[config.mk]
export PLATFORM = sky130hd
export DESIGN_NAME = alu_unit
export DESIGN_NICKNAME = d
export VERILOG_FILES = /design/src/source/isa_pkg.sv /design/src/source/expipe_pkg.sv /design/src/source/alu_unit.sv /design/src/source/alu.sv /design/src/source/alu_rs.sv /design/src/source/spill_cell_flush.sv
export VERILOG_INCLUDE_DIRS = /design/src /design/src/include
export SDC_FILE = /design/constraint.sdc
export NUM_CORES = 2
export LEC_CHECK = 0
export ABC_AREA = 0
export BUFFER_PORTS_ARGS = -buffer_cell sky130_fd_sc_hd__buf_2
export CORE_ASPECT_RATIO = 1.25
export CORE_MARGIN = 2
export CORE_UTILIZATION = 55
export DETAILED_ROUTE_END_ITERATION = 6
export GPL_TIMING_DRIVEN = 1
export PLACE_DENSITY = 0.83
export SYNTH_ARGS = -nofsm -noshare
export SYNTH_HDL_FRONTEND = slang
export SYNTH_SLANG_ARGS = --single-unit
[constraint.sdc]
create_clock -name clk_i -period 22.2 [get_ports clk_i]
set_input_delay 5.55 -clock clk_i [delete_from_list [all_inputs] [get_ports clk_i]]
set_output_delay 5.55 -clock clk_i [all_outputs]
set_load 0.01 [all_outputs]
[src/include/len5_params.svh]
// --------------------------------------
// LEN5 execution unit parameters
// Global sizes shared by the ALU unit:
// data word, reservation station depth
// and reorder-buffer tag width
// --------------------------------------

`ifndef LEN5_PARAMS_SVH
`define LEN5_PARAMS_SVH

// --------------------------------------
// Datapath
// --------------------------------------

// RV64 data word
`define LEN5_XLEN 64

// --------------------------------------
// Reservation station and ROB
// --------------------------------------

// Entries in the ALU reservation station, power of two
`define LEN5_RS_DEPTH 4

// Reorder-buffer tag bits
`define LEN5_ROB_TAG_LEN 4

`endif
[src/source/isa_pkg.sv]
// --------------------------------------
// ISA-level types
// Data words and exception codes as the
// RV64 architecture defines them
// --------------------------------------

`include "len5_params.svh"

package isa_pkg;

    // --------------------------------------
    // Data
    // --------------------------------------

    // One architectural register value
    typedef logic [`LEN5_XLEN-1:0] xlen_t;

    // --------------------------------------
    // Exceptions
    // --------------------------------------

    // Compact exception code carried on the CDB
    typedef logic [1:0] except_code_t;

    // Matches the RISC-V mcause value for this trap
    localparam except_code_t E_ILLEGAL_INSTRUCTION = 2'd2;

endpackage

[src/source/expipe_pkg.sv]
// --------------------------------------
// Execution pipeline types
// ALU opcodes, tagged operands, issue and
// dispatch packets, CDB packets and the
// reservation station entry state
// --------------------------------------

`include "len5_params.svh"

package expipe_pkg;

    import isa_pkg::*;

    // ROB tag and station index
    typedef logic [`LEN5_ROB_TAG_LEN-1:0] rob_tag_t;
    typedef logic [$clog2(`LEN5_RS_DEPTH)-1:0] rs_idx_t;

    // --------------------------------------
    // ALU opcodes
    // --------------------------------------

    // Code 15 unused, decoded as illegal
    typedef enum logic [3:0] {
        ALU_ADD  = 4'd0,
        ALU_SUB  = 4'd1,
        ALU_AND  = 4'd2,
        ALU_OR   = 4'd3,
        ALU_XOR  = 4'd4,
        ALU_SLL  = 4'd5,
        ALU_SRL  = 4'd6,
        ALU_SRA  = 4'd7,
        ALU_SLT  = 4'd8,
        ALU_SLTU = 4'd9,
        ALU_ADDW = 4'd10,
        ALU_SUBW = 4'd11,
        ALU_SLLW = 4'd12,
        ALU_SRLW = 4'd13,
        ALU_SRAW = 4'd14
    } alu_op_t;

    // --------------------------------------
    // Packets
    // --------------------------------------

    // Value when ready, else producer tag
    typedef struct packed {
        logic     ready;
        rob_tag_t tag;
        xlen_t    value;
    } operand_t;

    // From the issue stage
    typedef struct packed {
        alu_op_t  op;
        rob_tag_t dest_tag;
        operand_t rs1;
        operand_t rs2;
    } alu_issue_t;

    // To the ALU, operands resolved
    typedef struct packed {
        alu_op_t  op;
        rob_tag_t dest_tag;
        xlen_t    rs1_value;
        xlen_t    rs2_value;
    } alu_req_t;

    // Common data bus write
    typedef struct packed {
        rob_tag_t     tag;
        xlen_t        value;
        logic         except_raised;
        except_code_t except_code;
    } cdb_pkt_t;

    // Per-entry state of the reservation station
    typedef enum logic [1:0] {
        EMPTY,
        WAITING,
        READY
    } rs_state_t;

endpackage

[src/source/alu_unit.sv]
// --------------------------------------
// ALU execution unit
// Reservation station in front of the
// ALU, results leave as CDB requests
// --------------------------------------

`timescale 1ns/1ps

module alu_unit (
    input  logic                   clk_i,
    input  logic                   rst_i,
    input  logic                   flush_i,

    // Issue stage
    input  logic                   issue_valid_i,
    output logic                   issue_ready_o,
    input  expipe_pkg::alu_issue_t issue_i,

    // CDB snoop
    input  logic                   cdb_valid_i,
    input  expipe_pkg::cdb_pkt_t   cdb_i,

    // Result request to the CDB
    output logic                   res_valid_o,
    input  logic                   res_ready_i,
    output expipe_pkg::cdb_pkt_t   res_o
);

    import expipe_pkg::*;

    // Station to ALU dispatch channel
    logic     disp_valid;
    logic     disp_ready;
    alu_req_t disp;

    // --------------------------------------
    // Reservation station
    // --------------------------------------

    alu_rs u_alu_rs (
        .clk_i         (clk_i),
        .rst_i         (rst_i),
        .flush_i       (flush_i),
        .issue_valid_i (issue_valid_i),
        .issue_ready_o (issue_ready_o),
        .issue_i       (issue_i),
        .cdb_valid_i   (cdb_valid_i),
        .cdb_i         (cdb_i),
        .disp_valid_o  (disp_valid),
        .disp_ready_i  (disp_ready),
        .disp_o        (disp)
    );

    // --------------------------------------
    // ALU and output buffer
    // --------------------------------------

    alu u_alu (
        .clk_i   (clk_i),
        .rst_i   (rst_i),
        .flush_i (flush_i),
        .valid_i (disp_valid),
        .ready_o (disp_ready),
        .req_i   (disp),
        .valid_o (res_valid_o),
        .ready_i (res_ready_i),
        .res_o   (res_o)
    );

endmodule

[src/source/alu.sv]
// --------------------------------------
// RV64 integer ALU
// Combinational datapath for base and W
// operations, result buffered in a spill
// cell as a CDB write request
// --------------------------------------

`timescale 1ns/1ps

`include "len5_params.svh"

module alu (
    input  logic                 clk_i,
    input  logic                 rst_i,
    input  logic                 flush_i,

    // From the reservation station
    input  logic                 valid_i,
    output logic                 ready_o,
    input  expipe_pkg::alu_req_t req_i,

    // To the CDB
    output logic                 valid_o,
    input  logic                 ready_i,
    output expipe_pkg::cdb_pkt_t res_o
);

    import isa_pkg::*;
    import expipe_pkg::*;

    xlen_t       result;
    logic [31:0] word_res;
    logic        is_word;
    logic        except_raised;
    cdb_pkt_t    alu_pkt;

    // --------------------------------------
    // Operations
    // --------------------------------------

    always_comb begin : alu_ops
        result        = '0;
        word_res      = '0;
        is_word       = 1'b0;
        except_raised = 1'b0;
        case (req_i.op)
            ALU_ADD:  result = req_i.rs1_value + req_i.rs2_value;
            ALU_SUB:  result = req_i.rs1_value - req_i.rs2_value;
            ALU_AND:  result = req_i.rs1_value & req_i.rs2_value;
            ALU_OR:   result = req_i.rs1_value | req_i.rs2_value;
            ALU_XOR:  result = req_i.rs1_value ^ req_i.rs2_value;
            // Shift amount from the low 6 bits
            ALU_SLL:  result = req_i.rs1_value << req_i.rs2_value[5:0];
            ALU_SRL:  result = req_i.rs1_value >> req_i.rs2_value[5:0];
            ALU_SRA:  result = $signed(req_i.rs1_value) >>> req_i.rs2_value[5:0];
            ALU_SLT:  result = xlen_t'($signed(req_i.rs1_value) < $signed(req_i.rs2_value));
            ALU_SLTU: result = xlen_t'(req_i.rs1_value < req_i.rs2_value);
            // W forms on the low word, 5-bit shifts
            ALU_ADDW: begin
                is_word  = 1'b1;
                word_res = req_i.rs1_value[31:0] + req_i.rs2_value[31:0];
            end
            ALU_SUBW: begin
                is_word  = 1'b1;
                word_res = req_i.rs1_value[31:0] - req_i.rs2_value[31:0];
            end
            ALU_SLLW: begin
                is_word  = 1'b1;
                word_res = req_i.rs1_value[31:0] << req_i.rs2_value[4:0];
            end
            ALU_SRLW: begin
                is_word  = 1'b1;
                word_res = req_i.rs1_value[31:0] >> req_i.rs2_value[4:0];
            end
            ALU_SRAW: begin
                is_word  = 1'b1;
                word_res = $signed(req_i.rs1_value[31:0]) >>> req_i.rs2_value[4:0];
            end
            // Unknown opcode, zero result
            default:  except_raised = 1'b1;
        endcase
        // Sign-extend bit 31 for the W forms
        if (is_word) begin
            result = {{(`LEN5_XLEN-32){word_res[31]}}, word_res};
        end
    end

    // CDB packet, tag passes straight through
    assign alu_pkt.tag           = req_i.dest_tag;
    assign alu_pkt.value         = result;
    assign alu_pkt.except_raised = except_raised;
    assign alu_pkt.except_code   = except_raised ? E_ILLEGAL_INSTRUCTION : '0;

    // --------------------------------------
    // Output buffer
    // --------------------------------------

    spill_cell_flush #(
        .DATA_T (cdb_pkt_t)
    ) u_out_reg (
        .clk_i   (clk_i),
        .rst_i   (rst_i),
        .flush_i (flush_i),
        .valid_i (valid_i),
        .ready_i (ready_i),
        .valid_o (valid_o),
        .ready_o (ready_o),
        .data_i  (alu_pkt),
        .data_o  (res_o)
    );

endmodule

[src/source/alu_rs.sv]
// --------------------------------------
// ALU reservation station
// Holds issued instructions, snoops the
// CDB for missing operands and sends the
// oldest-slot ready entry to the ALU
// --------------------------------------

`timescale 1ns/1ps

`include "len5_params.svh"

module alu_rs (
    input  logic                   clk_i,
    input  logic                   rst_i,
    input  logic                   flush_i,

    // Issue stage
    input  logic                   issue_valid_i,
    output logic                   issue_ready_o,
    input  expipe_pkg::alu_issue_t issue_i,

    // CDB snoop
    input  logic                   cdb_valid_i,
    input  expipe_pkg::cdb_pkt_t   cdb_i,

    // Dispatch to the ALU
    output logic                   disp_valid_o,
    input  logic                   disp_ready_i,
    output expipe_pkg::alu_req_t   disp_o
);

    import expipe_pkg::*;

    localparam int unsigned DEPTH = `LEN5_RS_DEPTH;

    // Station storage
    rs_state_t  state_q [DEPTH];
    alu_issue_t entry_q [DEPTH];

    // Operands after this cycle's CDB match
    operand_t   rs1_snoop [DEPTH];
    operand_t   rs2_snoop [DEPTH];
    alu_issue_t alloc_entry;

    logic       free_found;
    logic       ready_found;
    rs_idx_t    free_idx;
    rs_idx_t    disp_idx;
    logic       issue_fire;
    logic       disp_fire;

    // Capture the bus value on a tag hit
    function automatic operand_t snoop_operand(
        input operand_t op_in,
        input logic     bus_valid,
        input cdb_pkt_t bus
    );
        operand_t op_out;
        op_out = op_in;
        if (bus_valid && !op_in.ready && (op_in.tag == bus.tag)) begin
            op_out.ready = 1'b1;
            op_out.value = bus.value;
        end
        return op_out;
    endfunction

    // --------------------------------------
    // Wakeup
    // --------------------------------------

    always_comb begin : wakeup
        for (int i = 0; i < DEPTH; i++) begin
            rs1_snoop[i] = snoop_operand(entry_q[i].rs1, cdb_valid_i, cdb_i);
            rs2_snoop[i] = snoop_operand(entry_q[i].rs2, cdb_valid_i, cdb_i);
        end
    end

    // Incoming instruction may hit the bus in its issue cycle
    always_comb begin : alloc_snoop
        alloc_entry     = issue_i;
        alloc_entry.rs1 = snoop_operand(issue_i.rs1, cdb_valid_i, cdb_i);
        alloc_entry.rs2 = snoop_operand(issue_i.rs2, cdb_valid_i, cdb_i);
    end

    // --------------------------------------
    // Priority encoders
    // --------------------------------------

    // Downward scan, lowest index wins
    always_comb begin : select_enc
        free_found  = 1'b0;
        ready_found = 1'b0;
        free_idx    = '0;
        disp_idx    = '0;
        for (int i = DEPTH - 1; i >= 0; i--) begin
            if (state_q[i] == EMPTY) begin
                free_found = 1'b1;
                free_idx   = rs_idx_t'(i);
            end
            if (state_q[i] == READY) begin
                ready_found = 1'b1;
                disp_idx    = rs_idx_t'(i);
            end
        end
    end

    assign issue_ready_o = free_found;
    assign issue_fire    = issue_valid_i & issue_ready_o;
    assign disp_valid_o  = ready_found;
    assign disp_fire     = disp_valid_o & disp_ready_i;

    // Operands of a READY entry are always resolved
    assign disp_o.op        = entry_q[disp_idx].op;
    assign disp_o.dest_tag  = entry_q[disp_idx].dest_tag;
    assign disp_o.rs1_value = entry_q[disp_idx].rs1.value;
    assign disp_o.rs2_value = entry_q[disp_idx].rs2.value;

    // --------------------------------------
    // Entry state
    // --------------------------------------

    always_ff @(posedge clk_i) begin : state_regs
        if (rst_i || flush_i) begin
            for (int i = 0; i < DEPTH; i++) begin
                state_q[i] <= EMPTY;
            end
        end else begin
            for (int i = 0; i < DEPTH; i++) begin
                case (state_q[i])
                    EMPTY: begin
                        if (issue_fire && (free_idx == rs_idx_t'(i))) begin
                            state_q[i] <= (alloc_entry.rs1.ready && alloc_entry.rs2.ready)
                                          ? READY : WAITING;
                        end
                    end
                    WAITING: begin
                        if (rs1_snoop[i].ready && rs2_snoop[i].ready) begin
                            state_q[i] <= READY;
                        end
                    end
                    READY: begin
                        // Freed at the dispatch transfer
                        if (disp_fire && (disp_idx == rs_idx_t'(i))) begin
                            state_q[i] <= EMPTY;
                        end
                    end
                    default: state_q[i] <= EMPTY;
                endcase
            end
        end
    end

    // Payload, snooped operands written back every cycle
    always_ff @(posedge clk_i) begin : entry_regs
        for (int i = 0; i < DEPTH; i++) begin
            if (issue_fire && (free_idx == rs_idx_t'(i))) begin
                entry_q[i] <= alloc_entry;
            end else begin
                entry_q[i].rs1 <= rs1_snoop[i];
                entry_q[i].rs2 <= rs2_snoop[i];
            end
        end
    end

endmodule

[src/source/spill_cell_flush.sv]
// --------------------------------------
// Spill cell with flush
// Two-slot skid register on a valid/ready
// channel, ready_o comes from a flop
// --------------------------------------

`timescale 1ns/1ps

module spill_cell_flush #(
    parameter type DATA_T = logic
) (
    input  logic  clk_i,
    input  logic  rst_i,
    input  logic  flush_i,
    input  logic  valid_i,
    input  logic  ready_i,
    output logic  valid_o,
    output logic  ready_o,
    input  DATA_T data_i,
    output DATA_T data_o
);

    // Main slot feeds the output, spill slot catches the overflow
    DATA_T main_q;
    DATA_T spill_q;
    logic  main_valid_q;
    logic  spill_valid_q;

    logic  in_fire;
    logic  out_fire;

    // Upstream stalls only once the spill slot is taken
    assign ready_o  = ~spill_valid_q;
    assign valid_o  = main_valid_q;
    assign data_o   = main_q;

    assign in_fire  = valid_i & ready_o;
    assign out_fire = main_valid_q & ready_i;

    // --------------------------------------
    // Slot occupancy
    // --------------------------------------

    // Spill valid implies main valid
    always_ff @(posedge clk_i) begin : ctrl_regs
        if (rst_i || flush_i) begin
            main_valid_q  <= 1'b0;
            spill_valid_q <= 1'b0;
        end else if (spill_valid_q) begin
            // Spill moves down, main stays full
            if (out_fire) begin
                spill_valid_q <= 1'b0;
            end
        end else if (in_fire) begin
            if (main_valid_q && !out_fire) begin
                spill_valid_q <= 1'b1;
            end else begin
                main_valid_q <= 1'b1;
            end
        end else if (out_fire) begin
            main_valid_q <= 1'b0;
        end
    end

    // --------------------------------------
    // Payload
    // --------------------------------------

    always_ff @(posedge clk_i) begin : data_regs
        if (spill_valid_q) begin
            if (out_fire) begin
                main_q <= spill_q;
            end
        end else if (in_fire) begin
            // Main busy and held, park the new item
            if (main_valid_q && !out_fire) begin
                spill_q <= data_i;
            end else begin
                main_q <= data_i;
            end
        end
    end

endmodule

==> results by group <==
Status
  – Outcome: complete, but fails checks
  – Failing checks: DRC, capacitance limit, slew limit

Yosys
  – Top_reg_cell synth: edfxtp_1
  – Unique cell type count in the Yosys netlist: 117
  – Mux contribution to synthesized area: 0.158
  – Post-Synthesis Net Count: 6446
  – Simple-gate portion of the synthesized area: 0.144
  – Synth Area in Compound Gates: 0.197
  – Post-Syn Area: 56900 sq um
  – Ys async rst share: 0
  – Largest family of logic cells by synthesized area: compound AO/OA/AOI/OAI gates
  – Post-Syn Instances: 5989
  – Yosys top cell area share: 0.381
  – EDFF count, synth: 722
  – Synth warnings: 0
  – Leading cell types by total area after synthesis: edfxtp_1 (38%), mux2_2 (12%), ha_1 (5.1%)
  – Seq/Total Area, Yosys: 0.385
  – Xor and xnor area share after synthesis: 0.0157
  – #FFs+latches synth: 732
  – Average size of a mapped cell: 9.50 sq um
  – Adder-Cell Fraction of Synth Area: 0.0519
  – Yosys top cell by area: edfxtp_1

Finish
  – Commonest non-fill, non-tap cell in the layout: nor2_1
  – Fin nets: 6573
  – Most frequent cells in the layout: nor2_1 (748), edfxtp_1 (722), mux2_2 (591)
  – Fin cells: 7561
  – Area grow syn2layout: 9.64%
  – Proportion of layout cells with a drive suffix above 1: 0.213

Die
  – Die Span X: 292 um
  – # IOs: 296
  – Row cnt: 131
  – Full die area: 106000 sq um
  – Core ar.: 102000 sq um
  – Initial Util: 0.556
  – Chip height: 364 um

Clocking
  – Post-CTS setup repair buffer count: 0
  – CTS tree: yes
  – Worst-Skew Late Latency: 0.76 ns
  – H-tree depth: 3
  – Deepest clock path buffer count: 3
  – Hold buffer count at cts: 0
  – CTS resizes: 0
  – Sink Count: 732
  – Clock root buffer: clkbuf_16
  – Clock transition at path regs: 0.07 ns
  – Total CTS buffers: 72

STA
  – Hold Vio Cnt, Final: 0
  – Worst Tran Pin Value: 1.51 ns
  – RSZ-0062 raised after global routing: false
  – Max Freq: 98.9 MHz
  – Rel. slew slack: -0.0183
  – Final Cycle Share: 0.456
  – Setup TNS: 0 ns
  – Max Slew Vio Count: 3
  – Final setup violation count: 0
  – Min Tclk post-route: 10.11 ns
  – Clock skew: 0.0848 ns

Critical path
  – CP Class: flip-flop to flip-flop
  – R2r worst-path depth: 28
  – CP max-delay cell: nor3_1
  – Startpoint Class: flip-flop
  – Most used cell, CP: buf_4
  – CP arrival: 10.55 ns
  – Critical path required time: 22.64 ns
  – Largest fanout on the critical path: 30
  – Crit end category: flip-flop
  – Max incr delay on CP: 0.94 ns
  – Register-to-Register Setup Slack: 12.09 ns

Min path
  – Worst Hold Class: flip-flop to flip-flop
  – Worst Hold Path Cells: 2

Placement
  – GPL Wtd Cong: 1.19
  – Hpwl dp: 208000 um
  – Placed Cells: 7367
  – IO Port Bufs: 291

Power and ir drop
  – Worst VDD drop: 97.6 uV
  – Pleak: 23.5 nW
  – Power per cell area: 122 nW/um^2

Route
  – Number of DRC violations after detailed-routing iteration 0: 10400
  – ANT nets after route: 0
  – Final WL: 292000 um
  – DR vias/cell: 7.67
  – Wirelength per Cell: 38.6 um
  – Pre-antenna DRT Iters: 7
  – Post-route DRC: 2
  – Via count: 58000

Global route
  – First-pass GRT wire length: 406000 um
  – Initial antenna violation count: 68
  – All-Layer GR Usage: 0.535
  – Largest net degree at the start of global routing: 107
  – Vias in the first global route: 53800
  – GR Overflow Total: 0

Run
  – Max Cap Violations: 2
-- cells in the mapped netlist, types with 46 or more instances --
| library cell | n |
|---|---|
| nor2_1 | 767 |
| edfxtp_1 | 722 |
| mux2_2 | 591 |
| nand2_1 | 397 |
| a21oi_1 | 340 |
| o21ai_0 | 308 |
| clkbuf_1 | 273 |
| ha_1 | 231 |
| mux2i_1 | 227 |
| inv_1 | 224 |
| o22ai_1 | 207 |
| nor3_1 | 114 |
| nor4_1 | 105 |
| nand3_1 | 98 |
| buf_2 | 85 |
| xnor2_1 | 76 |
| a221oi_1 | 70 |
| a211oi_1 | 64 |
| a31oi_1 | 64 |
| o211ai_1 | 64 |
| a21o_1 | 63 |
| or3_1 | 50 |
| nand4_1 | 48 |
| o221ai_1 | 46 |
-- report_power, final --
| part | switching [mW] | leakage, nW | internal, mW |
|---|---|---|---|
| clock | 0.589 | 1.10 | 0.652 |
| combinational | 3.27 | 15.6 | 1.30 |
| sequential | 0.0435 | 6.77 | 1.75 |
-- area by class of cell --
type,instances,area (sq um)
fill,8203,39900
multi-input combinational,4592,32600
sequential,732,21900
timing repair buffer,488,2970
clock buffer,88,1860
tap,1330,1660
inverter,230,870
clock inverter,41,405
antenna,60,150
-- flip-flops by register name, summed over array words and instances (netlist names) --
register                       count
u_alu_rs.entry_q                 584
u_alu.u_out_reg.spill_q           69
u_alu.u_out_reg.spill_valid_q      1
u_alu_rs.state_q                   8
u_alu.u_out_reg.data_o            69
u_alu.u_out_reg.valid_o            1
-- kinds of logic after synthesis --
| family | Yosys count |
|---|---|
| AO/OA/AOI/OAI | 1659 |
| XOR/XNOR | 102 |
| adder cells (fa/ha/maj) | 234 |
| buffers and inverters | 665 |
| flip-flops | 732 |
| multiplexers | 821 |
| other | 1 |
| AND/OR/NAND/NOR | 1775 |
-- routing by layer --
| layer | wire length (um) | GRT usage |
|---|---|---|
| met5 | 250 | 0 |
| met4 | 28700 | 0.411 |
| met3 | 43600 | 0.199 |
| met2 | 122000 | 0.785 |
| met1 | 97700 | 0.636 |
-- metrics by stage --
stage          worst slack [ns]  hold WS, ns  utilization  power (mW)  cell area, sq um
6_report                  12.09        0.534        0.610        7.61             62400
5_1_grt                   12.23        0.540        0.609        7.71             62300
4_1_cts                   12.64        0.529        0.608        7.24             62200
3_5_place_dp              12.76        0.511        0.586        6.00             59900
3_3_place_gp              12.99        0.492        0.586        5.97             59900
2_1_floorplan              8.94        0.485            -        4.32             56900
-- final timing paths --
| check | start | end |
|---|---|---|
| max | u_alu_rs.state_q[0][1]$_SDFFCE_PP0P_ | u_alu.u_out_reg.spill_q[40]$_DFFE_PP_ |
| min | u_alu.u_out_reg.spill_q[2]$_DFFE_PP_ | u_alu.u_out_reg.data_o[1]$_DFFE_PP_ |
| max reg2reg | u_alu_rs.state_q[0][1]$_SDFFCE_PP0P_ | u_alu.u_out_reg.spill_q[40]$_DFFE_PP_ |
| min reg2reg | u_alu.u_out_reg.spill_q[2]$_DFFE_PP_ | u_alu.u_out_reg.data_o[1]$_DFFE_PP_ |
-- critical path: cells and delay by family (launching register included) --
| kind | cells | cell delay, ns |
|---|---|---|
| xor gates and xnor gates | 1 | 0.10 |
| muxes | 1 | 0.27 |
| buffers and inverters | 5 | 1.58 |
| DFF | 1 | 0.48 |
| adders and majority gates | 1 | 0.44 |
| AOI/OAI and AO/OA | 8 | 2.85 |
| and+or+nand+nor | 12 | 4.01 |
(Power assumes the default switching activity.)
